## src/hdl/dcache_pkg.sv

```systemverilog
/* shared cache metadata definitions: line index split into dirty RAM row and column,
   the line index type and the miss handler states. */
`default_nettype none

package dcache_pkg;

  localparam int index_w = 6;  // 64 direct-mapped lines.
  localparam int row_w = 3;  // low index bits pick the dirty row.
  localparam int col_w = index_w - row_w;  // high index bits pick the column.
  localparam int dirty_rows = 2 ** row_w;
  localparam int dirty_cols = 2 ** col_w;

  typedef logic [index_w-1:0] line_idx_t;

  // miss handler states.
  typedef enum logic [2:0] {
    st_init,    // clearing dirty rows after reset.
    st_idle,
    st_lookup,  // registered lookup results are valid.
    st_wb,
    st_refill,
    st_wait,    // waiting for refill_done.
    st_insert
  } miss_state_t;

  function automatic logic [row_w-1:0] idx_row(input line_idx_t idx);
    return idx[row_w-1:0];
  endfunction

  function automatic logic [col_w-1:0] idx_col(input line_idx_t idx);
    return idx[index_w-1:row_w];
  endfunction

  // one-hot bit enable for the column of a line.
  function automatic logic [dirty_cols-1:0] col_onehot(input line_idx_t idx);
    logic [dirty_cols-1:0] sel;
    sel = '0;
    sel[idx_col(idx)] = 1'b1;
    return sel;
  endfunction

endpackage

`default_nettype wire

```

## src/hdl/dirty_bit_ram.sv

```systemverilog
/* dirty bit RAM: 8 rows of 8 bits, two bit-enabled write ports
   and one read port with a registered row address. */
`default_nettype none

module dirty_bit_ram (
  input  wire                                clk,
  input  wire                                rst,
  input  wire  [dcache_pkg::row_w-1:0]       read_row,
  input  wire                                read_en,
  output logic [dcache_pkg::dirty_cols-1:0]  read_data,
  input  wire  [dcache_pkg::row_w-1:0]       wr0_row,
  input  wire                                wr0_en,
  input  wire  [dcache_pkg::dirty_cols-1:0]  wr0_bit_en,
  input  wire  [dcache_pkg::dirty_cols-1:0]  wr0_data,
  input  wire  [dcache_pkg::row_w-1:0]       wr1_row,
  input  wire                                wr1_en,
  input  wire  [dcache_pkg::dirty_cols-1:0]  wr1_bit_en,
  input  wire  [dcache_pkg::dirty_cols-1:0]  wr1_data
);
  import dcache_pkg::*;

  logic [dirty_cols-1:0] mem [dirty_rows];
  logic [row_w-1:0]      read_row_q;

  // both ports in one block so that port 1 lands last on a shared bit.
  always_ff @(posedge clk) begin
    for (int i = 0; i < dirty_cols; i++) begin
      if (wr0_en && wr0_bit_en[i]) begin
        mem[wr0_row][i] <= wr0_data[i];
      end
      if (wr1_en && wr1_bit_en[i]) begin
        mem[wr1_row][i] <= wr1_data[i];  // overrides port 0.
      end
    end
  end

  always_ff @(posedge clk) begin
    if (rst) begin
      read_row_q <= '0;
    end else if (read_en) begin
      read_row_q <= read_row;
    end
  end

  // array is read live, so writes after the address load show up.
  assign read_data = mem[read_row_q];

endmodule

`default_nettype wire

```

## src/hdl/dirty_tracker.sv

```systemverilog
/* dirty tracker: maps line indices onto the dirty RAM, builds bit enables
   for updates, row clears and commits, and selects the read column. */
`default_nettype none

module dirty_tracker (
  input  wire                         clk,
  input  wire                         rst,
  input  wire dcache_pkg::line_idx_t  rd_idx,
  input  wire                         rd_en,
  output logic                        rd_dirty,
  input  wire dcache_pkg::line_idx_t  upd_idx,
  input  wire                         upd_en,
  input  wire                         upd_value,
  input  wire [dcache_pkg::row_w-1:0] clear_row,
  input  wire                         clear_en,
  input  wire dcache_pkg::line_idx_t  commit_idx,
  input  wire                         commit_en
);
  import dcache_pkg::*;

  logic [row_w-1:0]      wr0_row;
  logic                  wr0_en;
  logic [dirty_cols-1:0] wr0_bit_en;
  logic [dirty_cols-1:0] wr0_data;
  logic [row_w-1:0]      wr1_row;
  logic [dirty_cols-1:0] wr1_bit_en;
  logic [dirty_cols-1:0] read_data;
  logic [col_w-1:0]      rd_col_q;

  // port 0 is shared by the init sweep and single-bit updates.
  always_comb begin
    if (clear_en) begin
      wr0_row    = clear_row;
      wr0_bit_en = '1;  // whole row.
      wr0_data   = '0;
    end else begin
      wr0_row    = idx_row(upd_idx);
      wr0_bit_en = col_onehot(upd_idx);
      wr0_data   = {dirty_cols{upd_value}};
    end
  end

  assign wr0_en = clear_en | upd_en;

  // commits only ever set a bit.
  assign wr1_row    = idx_row(commit_idx);
  assign wr1_bit_en = col_onehot(commit_idx);

  dirty_bit_ram u_ram (
    .clk        (clk),
    .rst        (rst),
    .read_row   (idx_row(rd_idx)),
    .read_en    (rd_en),
    .read_data  (read_data),
    .wr0_row    (wr0_row),
    .wr0_en     (wr0_en),
    .wr0_bit_en (wr0_bit_en),
    .wr0_data   (wr0_data),
    .wr1_row    (wr1_row),
    .wr1_en     (commit_en),
    .wr1_bit_en (wr1_bit_en),
    .wr1_data   ('1)
  );

  // column register tracks the RAM's row register.
  always_ff @(posedge clk) begin
    if (rst) begin
      rd_col_q <= '0;
    end else if (rd_en) begin
      rd_col_q <= idx_col(rd_idx);
    end
  end

  assign rd_dirty = read_data[rd_col_q];

endmodule

`default_nettype wire

```

## src/hdl/tag_array.sv

```systemverilog
/* tag array: valid bits and tags for 64 lines, registered lookup
   giving hit and the victim line's tag. */
`default_nettype none

module tag_array #(
  parameter int tag_w = 10
) (
  input  wire                                   clk,
  input  wire                                   rst,
  input  wire                                   lookup_en,
  input  wire [tag_w+dcache_pkg::index_w-1:0]   lookup_addr,
  output logic                                  hit,
  output logic                                  victim_valid,
  output logic [tag_w-1:0]                      victim_tag,
  input  wire                                   ins_en,
  input  wire dcache_pkg::line_idx_t            ins_idx,
  input  wire [tag_w-1:0]                       ins_tag
);
  import dcache_pkg::*;

  localparam int lines = 2 ** index_w;

  logic [tag_w-1:0] tags [lines];
  logic [lines-1:0] valid;
  line_idx_t        idx_q;
  logic [tag_w-1:0] tag_q;

  always_ff @(posedge clk) begin
    if (rst) begin
      valid <= '0;
    end else if (ins_en) begin
      valid[ins_idx] <= 1'b1;
    end
  end

  always_ff @(posedge clk) begin
    if (ins_en) begin
      tags[ins_idx] <= ins_tag;
    end
  end

  // lookup address register.
  always_ff @(posedge clk) begin
    if (rst) begin
      idx_q <= '0;
    end else if (lookup_en) begin
      idx_q <= lookup_addr[index_w-1:0];
    end
  end

  always_ff @(posedge clk) begin
    if (lookup_en) begin
      tag_q <= lookup_addr[tag_w+index_w-1:index_w];
    end
  end

  // compare against the stored line at the registered index.
  assign victim_valid = valid[idx_q];
  assign victim_tag   = tags[idx_q];
  assign hit          = victim_valid && (victim_tag == tag_q);

endmodule

`default_nettype wire

```

## src/hdl/miss_handler.sv

```systemverilog
/* miss handler FSM: init sweep of the dirty RAM, then one access at a time
   through lookup, write-back, refill, refill wait and insert. */
`default_nettype none

module miss_handler #(
  parameter int tag_w = 10
) (
  input  wire                                  clk,
  input  wire                                  rst,
  input  wire                                  acc_valid,
  input  wire                                  acc_store,
  input  wire [tag_w+dcache_pkg::index_w-1:0]  acc_addr,
  input  wire                                  hit,
  input  wire                                  victim_valid,
  input  wire [tag_w-1:0]                      victim_tag,
  input  wire                                  line_dirty,
  input  wire                                  refill_done,
  output logic                                 ready,
  output logic                                 resp_valid,
  output logic                                 resp_hit,
  output logic                                 resp_dirty,
  output logic                                 wb_valid,
  output logic [tag_w+dcache_pkg::index_w-1:0] wb_addr,
  output logic                                 refill_valid,
  output logic [tag_w+dcache_pkg::index_w-1:0] refill_addr,
  output logic                                 upd_en,
  output dcache_pkg::line_idx_t                upd_idx,
  output logic                                 upd_value,
  output logic                                 ins_en,
  output dcache_pkg::line_idx_t                ins_idx,
  output logic [tag_w-1:0]                     ins_tag,
  output logic                                 clear_en,
  output logic [dcache_pkg::row_w-1:0]         clear_row
);
  import dcache_pkg::*;

  miss_state_t      state;
  miss_state_t      state_nxt;
  logic [row_w-1:0] init_row;
  logic             store_q;
  logic [tag_w-1:0] tag_q;
  line_idx_t        idx_q;

  always_ff @(posedge clk) begin
    if (rst) begin
      state    <= st_init;
      init_row <= '0;
    end else begin
      state <= state_nxt;
      if (state == st_init) begin
        init_row <= init_row + 1'b1;  // one row per cycle.
      end
    end
  end

  // access is latched when it is accepted.
  always_ff @(posedge clk) begin
    if (state == st_idle && acc_valid) begin
      {tag_q, idx_q} <= acc_addr;
      store_q        <= acc_store;
    end
  end

  always_comb begin
    state_nxt = state;
    case (state)
      st_init: begin
        if (init_row == row_w'(dirty_rows - 1)) begin
          state_nxt = st_idle;
        end
      end
      st_idle: begin
        if (acc_valid) begin
          state_nxt = st_lookup;
        end
      end
      st_lookup: begin
        if (hit) begin
          state_nxt = st_idle;
        end else if (victim_valid && line_dirty) begin
          state_nxt = st_wb;  // dirty victim goes out first.
        end else begin
          state_nxt = st_refill;
        end
      end
      st_wb:     state_nxt = st_refill;
      st_refill: state_nxt = st_wait;
      st_wait: begin
        if (refill_done) begin
          state_nxt = st_insert;
        end
      end
      st_insert: state_nxt = st_idle;
      default:   state_nxt = st_idle;
    endcase
  end

  assign ready      = (state == st_idle);
  assign resp_valid = (state == st_lookup);
  assign resp_hit   = resp_valid & hit;
  assign resp_dirty = resp_valid & line_dirty;  // value before this access.

  // the lookup index stays put while busy, so victim_tag is still current.
  assign wb_valid     = (state == st_wb);
  assign wb_addr      = {victim_tag, idx_q};
  assign refill_valid = (state == st_refill);
  assign refill_addr  = {tag_q, idx_q};

  // dirty port 0 for store hits and inserts.
  assign upd_en    = (resp_hit && store_q) || (state == st_insert);
  assign upd_idx   = idx_q;
  assign upd_value = store_q;

  assign ins_en  = (state == st_insert);
  assign ins_idx = idx_q;
  assign ins_tag = tag_q;

  assign clear_en  = (state == st_init);
  assign clear_row = init_row;

endmodule

`default_nettype wire

```

## src/hdl/dcache_meta_top.sv

```systemverilog
/* cache metadata top level: tag array, dirty tracker and miss handler,
   with the access port, store commit port and refill interface. */
`default_nettype none

module dcache_meta_top #(
  parameter int tag_w = 10
) (
  input  wire                                  clk,
  input  wire                                  rst,
  input  wire                                  acc_valid,
  input  wire                                  acc_store,
  input  wire [tag_w+dcache_pkg::index_w-1:0]  acc_addr,
  output wire                                  ready,
  output wire                                  resp_valid,
  output wire                                  resp_hit,
  output wire                                  resp_dirty,
  input  wire                                  st_valid,
  input  wire dcache_pkg::line_idx_t           st_addr,
  output wire                                  wb_valid,
  output wire [tag_w+dcache_pkg::index_w-1:0]  wb_addr,
  output wire                                  refill_valid,
  output wire [tag_w+dcache_pkg::index_w-1:0]  refill_addr,
  input  wire                                  refill_done
);
  import dcache_pkg::*;

  logic             lookup_en;
  logic             hit;
  logic             victim_valid;
  logic [tag_w-1:0] victim_tag;
  logic             line_dirty;
  logic             upd_en;
  line_idx_t        upd_idx;
  logic             upd_value;
  logic             ins_en;
  line_idx_t        ins_idx;
  logic [tag_w-1:0] ins_tag;
  logic             clear_en;
  logic [row_w-1:0] clear_row;

  // accesses outside ready are dropped.
  assign lookup_en = acc_valid & ready;

  tag_array #(
    .tag_w (tag_w)
  ) u_tags (
    .clk          (clk),
    .rst          (rst),
    .lookup_en    (lookup_en),
    .lookup_addr  (acc_addr),
    .hit          (hit),
    .victim_valid (victim_valid),
    .victim_tag   (victim_tag),
    .ins_en       (ins_en),
    .ins_idx      (ins_idx),
    .ins_tag      (ins_tag)
  );

  dirty_tracker u_dirty (
    .clk        (clk),
    .rst        (rst),
    .rd_idx     (acc_addr[index_w-1:0]),
    .rd_en      (lookup_en),
    .rd_dirty   (line_dirty),
    .upd_idx    (upd_idx),
    .upd_en     (upd_en),
    .upd_value  (upd_value),
    .clear_row  (clear_row),
    .clear_en   (clear_en),
    .commit_idx (st_addr),
    .commit_en  (st_valid)
  );

  miss_handler #(
    .tag_w (tag_w)
  ) u_miss (
    .clk          (clk),
    .rst          (rst),
    .acc_valid    (lookup_en),
    .acc_store    (acc_store),
    .acc_addr     (acc_addr),
    .hit          (hit),
    .victim_valid (victim_valid),
    .victim_tag   (victim_tag),
    .line_dirty   (line_dirty),
    .refill_done  (refill_done),
    .ready        (ready),
    .resp_valid   (resp_valid),
    .resp_hit     (resp_hit),
    .resp_dirty   (resp_dirty),
    .wb_valid     (wb_valid),
    .wb_addr      (wb_addr),
    .refill_valid (refill_valid),
    .refill_addr  (refill_addr),
    .upd_en       (upd_en),
    .upd_idx      (upd_idx),
    .upd_value    (upd_value),
    .ins_en       (ins_en),
    .ins_idx      (ins_idx),
    .ins_tag      (ins_tag),
    .clear_en     (clear_en),
    .clear_row    (clear_row)
  );

endmodule

`default_nettype wire

```

## config.mk

```make
export PLATFORM = sky130hd
export DESIGN_NAME = dcache_meta_top
export DESIGN_NICKNAME = d
export VERILOG_FILES = /design/src/hdl/dcache_pkg.sv /design/src/hdl/dirty_bit_ram.sv /design/src/hdl/dirty_tracker.sv /design/src/hdl/tag_array.sv /design/src/hdl/miss_handler.sv /design/src/hdl/dcache_meta_top.sv
export SDC_FILE = /design/constraint.sdc
export NUM_CORES = 1
export LEC_CHECK = 0
export BUFFER_PORTS_ARGS = -buffer_cell sky130_fd_sc_hd__buf_2
export CORE_ASPECT_RATIO = 1.5
export CORE_UTILIZATION = 59
export CTS_BUF_LIST = sky130_fd_sc_hd__clkbuf_4
export CTS_CLUSTER_SIZE = 14
export DETAILED_ROUTE_END_ITERATION = 12
export GPL_TIMING_DRIVEN = 0
export HOLD_SLACK_MARGIN = 0.1
export PLACE_DENSITY = 0.78
export SLEW_MARGIN = 20
export SYNTH_ARGS = -nofsm -noshare
export SYNTH_HDL_FRONTEND = slang
export SYNTH_HIERARCHICAL = 1
export SYNTH_SLANG_ARGS = --single-unit
```

## constraint.sdc

```tcl
create_clock -name clk -period 3.9 [get_ports clk]
set_clock_uncertainty 0.2 [all_clocks]
set_input_delay 0.585 -clock clk [delete_from_list [all_inputs] [get_ports clk]]
set_output_delay 0.585 -clock clk [all_outputs]
set_load 0.02 [all_outputs]
```

==> out/results.tsv, run 1 <==
metric	value	unit
DRT Wirelength	119	mm
Sink Count	822	
Hold Path Class	input port to flip-flop	
IO Port Bufs	61	
Slew Viols, Final	0	
Area Overhead vs Synth	23.6	%
post-synthesis cell type count	74	
DR WL met3	15.2	mm
Post-synth top cells	edfxtp_1 (731), nor2_1 (283), mux4_2 (152)	
CTS tree	done	
Post-Syn Area per Cell	17.0	um^2
Startpoint Class	flip-flop	
post-place setup slack	-2.03	ns
Worst Max-Slew Pin Slew	1.12	ns
Max Used Layer	met5	
Sequential Power Share	0.566	
hold_ws	0.131	ns
Final Core Density	0.740	
Seq/Total Area, Yosys	0.698	
Slew headroom	0.250	
NumNets Final	2495	
wire length on met2	56.8	mm
post-route cell area	42100	um^2
initial core utilization	0.599	
Core ar.	56900	um^2
Tot GR Track Use	0.401	
Metal-1 WL	33.5	mm
dominant cells by area after synthesis	edfxtp_1 (64%), mux4_2 (10%), dfxtp_1 (5.3%), nor2_1 (3.1%), mux2i_1 (2.5%)	
Max FO, Critical Path	8	
# setup viols final	79	
RSZ-0062 raised after global routing	true	
Bufs on Longest Clock Path	3	
number of cell rows	107	
PwrDens	398	nW/um^2
Post-synth EDFFs	731	
FMAX	187	MHz
critical path type	flip-flop to primary output	
R2R Setup Slk	-1.01	ns
critical path cell sequence	buf_12, buf_16, buf_12, mux4_2, nor2_2, nor4_2, or4b_4, xor2_2, a21oi_2, nand3_2, a2111oi_4, and2_4, buf_6	
min cycle time layout	5.34	ns
most common cell in the netlist	edfxtp_1	
die area	58700	um^2
Psw	3.72	mW
crit end category	primary output	
Hold Fails Final Rpt	0	
Die H	296	um
leading area contributor after synthesis	edfxtp_1	
Final GP Congestion	0.989	
Max Cap Viol	0	
grt total ovfl	0	
ANT nets after route	0	
drt via density	6.87	
vias	23143	
failing checks	setup timing	
1st-pass router iterations	6	
H-tree Lvls	4	
routed length per instance	35.3	um
Worst-path clk slew	0.08	ns
vias in the first global route	22821	
drt initial violations	3516	
leakage	13.9	nW
DP HPWL	73.0	mm
CP max stage delay	0.69	ns
first-pass GRT wire length	159	mm
slowest library cell on the worst path	or4b_4	
top cell type's share of synthesized area	0.644	
Clk pwr share	0.408	
# IOs	66	
synthesis-stage register bit count	822	
switching share of power	0.222	
Arr. time, crit path	4.56	ns
synth warn	6	
CTS Buf Count	177	
CTS root buf	clkbuf_4	
post-synthesis async set-or-reset flop share	0	
die width	198	um
Top cell by count, worst path	buf_12	
internal power	13.0	mW
fin cells	3371	
Post-Synthesis Cells	2007	
mapped cell area	34100	um^2
largest net degree at the start of global routing	42	
Final WS setup	-1.44	ns
combinational power share	0.026	
status	complete, but fails checks	
Area after DPL	36700	um^2
required time of the critical path	3.12	ns
Main synth FF type	edfxtp_1	
antenna violations before repair	6	
Worst IR Drop VDD	246	uV
final worst-path cycle share	1.37	
drt drc	0	
share of cells above drive strength 1	0.427	
placed insts	2957	
Worst-Skew Late Latency	1.00	ns
## layer usage
metal | GRT usage | up-vias
li1 | - | 8871
met3 | 0.116 | 731
met2 | 0.643 | 2301
met1 | 0.426 | 11238
met5 | 0 | -
met4 | 0.372 | 2
## sequential cells by signal, indices dropped and copies added (netlist names), named ones only
| signal | flops |
|---|---|
| u_miss/ins_idx | 6 |
| u_tags/idx_q | 6 |
| u_miss/clear_row | 3 |
| u_dirty/rd_col_q | 3 |
| u_dirty/u_ram/mem | 64 |
| u_tags/valid | 64 |
| u_miss/state | 3 |
| u_miss/ins_tag | 10 |
| u_miss/upd_value | 1 |
| u_dirty/u_ram/read_row_q | 3 |
| u_tags/tags | 640 |
| u_tags/tag_q | 10 |
## final timing paths
check                                       to  cells past startpoint                          start
min reg2reg      u_tags/valid[63]$_SDFFE_PP0P_                      2  u_tags/valid[63]$_SDFFE_PP0P_
max reg2reg  u_dirty/u_ram/mem[5][5]$_DFFE_PP_                     18                      flip-flop
max                                   resp_hit                     13                      flip-flop
min                  u_tags/tag_q[1]$_DFFE_PP_                      2                    acc_addr[7]
## cell type report
cell class,count,area [um^2]
clock inverter,55,348
sequential,822,23800
clock buffer,265,1990
multi-input combinational,1085,11000
buffer,145,1480
tap,763,955
inverter,9,35.0
timing repair buffer,225,2470
antenna,2,5.00
fill,3052,14800
## stage by stage
stage | setup TNS [ns] | total power [mW]
after floorplan | -0.0557 | 9.88
after global placement | -172.62 | 9.98
after detailed placement | -131.97 | 9.99
after CTS | -49.49 | 16.6
after global routing | -72.14 | 17.2
final | -68.18 | 16.8
## layout by cell type, fill, tap and decap left out, types with 7 or more instances in the layout
| cell type | synthesis | routed |
|---|---|---|
| a22oi_1 | 28 | 22 |
| nand2_1 | 47 | 35 |
| edfxtp_1 | 731 | 731 |
| mux4_2 | 152 | 163 |
| mux2_2 | 70 | 66 |
| nand2_8 | 0 | 8 |
| nand3_1 | 26 | 22 |
| conb_1 | 1 | 64 |
| mux2_1 | 8 | 8 |
| mux2i_1 | 84 | 73 |
| buf_4 | 48 | 94 |
| nor3_2 | 1 | 9 |
| buf_2 | 43 | 69 |
| buf_12 | 3 | 39 |
| dlygate4sd3_1 | 0 | 19 |
| nor2_2 | 4 | 63 |
| nor2b_1 | 21 | 16 |
| nand2b_1 | 13 | 11 |
| nor2_1 | 283 | 221 |
| o22ai_2 | 0 | 52 |
| buf_8 | 0 | 42 |
| buf_16 | 0 | 19 |
| and2_1 | 11 | 7 |
| o22ai_4 | 0 | 27 |
| dfxtp_1 | 91 | 84 |
| inv_1 | 7 | 7 |
| buf_6 | 17 | 51 |
| clkbuf_2 | 1 | 9 |
| clkbuf_4 | 0 | 267 |
| clkinv_1 | 1 | 38 |
| mux2i_2 | 0 | 7 |
| clkbuf_1 | 37 | 21 |
| a21oi_1 | 16 | 10 |
| nand3b_1 | 8 | 8 |
| nor2_4 | 4 | 7 |
## repair_timing
action	CTS	global route
hold buffers	19	0
endpoints found under the hold margin	54	0
resized for setup	358	82
setup buffers	47	32
setup endpoints to repair	79	79
pin swaps	34	28
gates cloned	4	0
## kinds of logic (layout without fill, tap and decap cells)
logic type | count (synthesis) | in the layout | share of synthesized area
AO/OA/AOI/OAI | 207 | 207 | 0.0425
XOR/XNOR | 12 | 12 | 0.00309
flip-flops | 822 | 822 | 0.698
adder cells (fa/ha/maj) | 2 | 2 | 0.000735
AND/OR/NAND/NOR | 471 | 471 | 0.0630
other | 1 | 66 | 0.000110
buffers and inverters | 163 | 699 | 0.0300
multiplexers | 329 | 329 | 0.163
## worst max-delay path, delay by kind of cell (launching register included)
family,cells,cell delay (ns)
buffers and inverters,4,0.62
AO/OA/AOI/OAI,2,0.55
multiplexers,1,0.54
AND/OR/NAND/NOR,5,1.28
XOR/XNOR,1,0.20
flip-flops,1,0.37
## power groups by stage
stage | registers (mW) | logic, mW | clock network, mW
2_1_floorplan | 9.69 | 0.190 | 0
3_3_place_gp | 9.69 | 0.289 | 0
3_5_place_dp | 9.69 | 0.298 | 0
4_1_cts | 9.50 | 0.394 | 6.72
5_1_grt | 9.49 | 0.444 | 7.24
6_report | 9.49 | 0.434 | 6.84
(Power assumes the default switching activity.)
==> run 2, diff against run 1 <==
Settings changed: PLACE_DENSITY 0.78 to 0.79.
==> out/results.tsv, run 2 (synthesis gave the netlist of run 1 again) <==
metric	value	unit	change
Core ar.	56900	um^2	unchanged
failing checks	setup timing		unchanged
Final GP Congestion	1.06		was 0.989
first-pass GRT wire length	157	mm	was 159 mm
NumNets Final	2475		was 2,495
number of cell rows	107		unchanged
Worst-Skew Late Latency	0.94	ns	was 1.00 ns
DRT Wirelength	115	mm	was 119 mm
DR WL met3	14.1	mm	was 15.2 mm
Max Used Layer	met5		unchanged
drt initial violations	3315		was 3,516
most frequent cells in the layout	edfxtp_1 (731), clkbuf_4 (258), nor2_1 (221), mux4_2 (161), buf_4 (100)		was edfxtp_1 (731), clkbuf_4 (267), nor2_1 (221), mux4_2 (163), buf_4 (94)
Sequential Power Share	0.576		was 0.566
die width	198	um	unchanged
internal power	12.9	mW	was 13.0 mW
RSZ-0062 raised after global routing	true		unchanged
Hold Crit Start	acc_store		was acc_addr[7]
status	complete, but fails checks		unchanged
Largest Register	u_tags/tags		unchanged
# setup viols final	79		unchanged
Largest regs	u_tags/tags (640), u_dirty/u_ram/mem (64), u_tags/valid (64)		unchanged
max reg flops	640		unchanged
Arr. time, crit path	4.43	ns	was 4.56 ns
grt total ovfl	0		unchanged
IO Port Bufs	61		unchanged
Bufs on Longest Clock Path	3		unchanged
Worst-path clk slew	0.08	ns	about the same
CTS tree	done		unchanged
Hold Fails Final Rpt	0		unchanged
Clk pwr share	0.397		was 0.408
Psw	3.62	mW	was 3.72 mW
Final WS setup	-1.32	ns	was -1.44 ns
Worst IR Drop VDD	338	uV	was 246 uV
routed length per instance	34.3	um	was 35.3 um
setup TNS	-55.99	ns	was -68.18 ns
min cycle time layout	5.22	ns	was 5.34 ns
share of cells above drive strength 1	0.415		was 0.427
Tot GR Track Use	0.396		was 0.401
Worst Max-Slew Pin Slew	1.19	ns	was 1.12 ns
Slew headroom	0.201		was 0.250
FMAX	192	MHz	was 187 MHz
crit end category	primary output		unchanged
hold_ws	0.213	ns	was 0.131 ns
multi-input combinational cell area	11100	um^2	was 11,000 um^2
H-tree Lvls	4		unchanged
critical path type	flip-flop to primary output		unchanged
most common cell after layout, fill and taps aside	edfxtp_1		unchanged
vias in the first global route	22825		was 22,821
Max Cap Viol	0		unchanged
antenna violations before repair	3		was 6
Startpoint Class	flip-flop		unchanged
drt via density	6.82		was 6.87
Max FO, Critical Path	10		was 8
# IOs	66		unchanged
CTS root buf	clkbuf_4		unchanged
Worst Hold Depth	2		unchanged
DP HPWL	71.2	mm	was 73.0 mm
Metal-1 WL	32.3	mm	was 33.5 mm
required time of the critical path	3.12	ns	about the same
wire length on met2	55.4	mm	was 56.8 mm
PwrDens	395	nW/um^2	was 398 nW/um^2
sequential standard cell area	23800	um^2	about the same
placed insts	2929		was 2,957
final worst-path cycle share	1.34		was 1.37
ANT nets after route	0		unchanged
Sink Count	822		unchanged
leakage	13.7	nW	was 13.9 nW
drt drc	0		unchanged
fin cells	3343		was 3,371
Hold Path Class	input port to flip-flop		unchanged
R2R Path End	u_dirty/u_ram/mem[7][5]$_DFFE_PP_		was u_dirty/u_ram/mem[5][5]$_DFFE_PP_
CTS Buf Count	176		was 177
switching share of power	0.220		was 0.222
vias	22802		was 23,143
Slew Viols, Final	0		unchanged
Worst Hold Path EP	u_miss/upd_value$_DFFE_PP_		was u_tags/tag_q[1]$_DFFE_PP_
r2r worst-path depth	17		was 18
1st-pass router iterations	8		was 6
total power	16.5	mW	was 16.8 mW
initial core utilization	0.599		unchanged
Area Overhead vs Synth	22.4	%	was 23.6%
Die H	296	um	unchanged
largest net degree at the start of global routing	41		was 42
R2R Setup Slk	-0.82	ns	was -1.01 ns
die area	58700	um^2	unchanged
fill cell count	3171		was 3,052
combinational power share	0.027		was 0.026
run 2: cell count changes in the layout (fill, tap and decap cells not counted), moves of 4 or more:
cell and change:
buf_12 -5, buf_4 +6, buf_6 -9, buf_8 -13
clkbuf_4 -9, mux2i_2 -5, mux2i_4 +4, o22ai_2 -9
o22ai_4 +7, xnor2_1 +4
run 2: routing by layer:
| metal | GRT usage | up-vias |
|---|---|---|
| li1 | - | 8833 |
| met1 | 0.416 | 11146 |
| met2 | 0.653 | 2164 |
| met3 | 0.115 | 657 |
| met4 | 0.339 | 2 |
| met5 | 0 | - |
run 2: worst max-delay path by stage:
| stage | to | depth (start not counted) |
|---|---|---|
| floorplan | u_dirty/u_ram/mem[3][5]$_DFFE_PP_ | 15 |
| global placement | u_dirty/u_ram/mem[4][5]$_DFFE_PP_ | 16 |
| detailed placement | u_dirty/u_ram/mem[0][5]$_DFFE_PP_ | 16 |
| CTS | resp_hit | 13 |
| global route | resp_hit | 14 |
| finish | resp_hit | 13 |
run 2: layout make-up:
class,count,area share
diodes,1,0.0000600
plain buffers,142,0.0361
clock buffers,254,0.0457
clock inverters,58,0.00804
inverters,9,0.000930
multi-input cells,1085,0.266
flip-flops and latches,822,0.570
well taps,763,0.0229
repair buffers,209,0.0502
run 2: what timing repair did:
item | 4_1_cts | 5_1_grt
pin swaps | 41 | 23
hold endpoints to repair | 54 | 0
gates resized for setup | 373 | 83
gates cloned | 0 | 1
setup buffers | 56 | 38
hold buffers | 19 | 0
endpoints found under the setup margin | 79 | 79
run 2: critical path, stage by stage (launching register included):
cell	delay, ns
dfxtp_4	0.38
buf_12	0.19
buf_6	0.27
buf_12	0.24
mux2i_4	0.48
o22a_1	0.20
or4b_4	0.54
xor2_1	0.17
a21oi_1	0.16
nand3_1	0.16
a2111oi_4	0.22
buf_4	0.19
and2_4	0.16
buf_6	0.11
run 2: through the flow:
stage,util,setup WS [ns],cell area (um^2)
after floorplan,-,-0.0107,34300
after global placement,0.626,-1.98,35600
after detailed placement,0.637,-2.03,36300
after CTS,0.719,-1.16,40900
after global routing,0.733,-1.37,41700
final,0.733,-1.32,41700
run 2: power groups by stage:
stage | Clock, mW | Combinational, mW | Sequential (mW)
6_report | 6.55 | 0.441 | 9.50
5_1_grt | 6.95 | 0.455 | 9.50
4_1_cts | 6.50 | 0.388 | 9.50
3_5_place_dp | 0 | 0.302 | 9.69
3_3_place_gp | 0 | 0.292 | 9.69
2_1_floorplan | 0 | 0.190 | 9.69
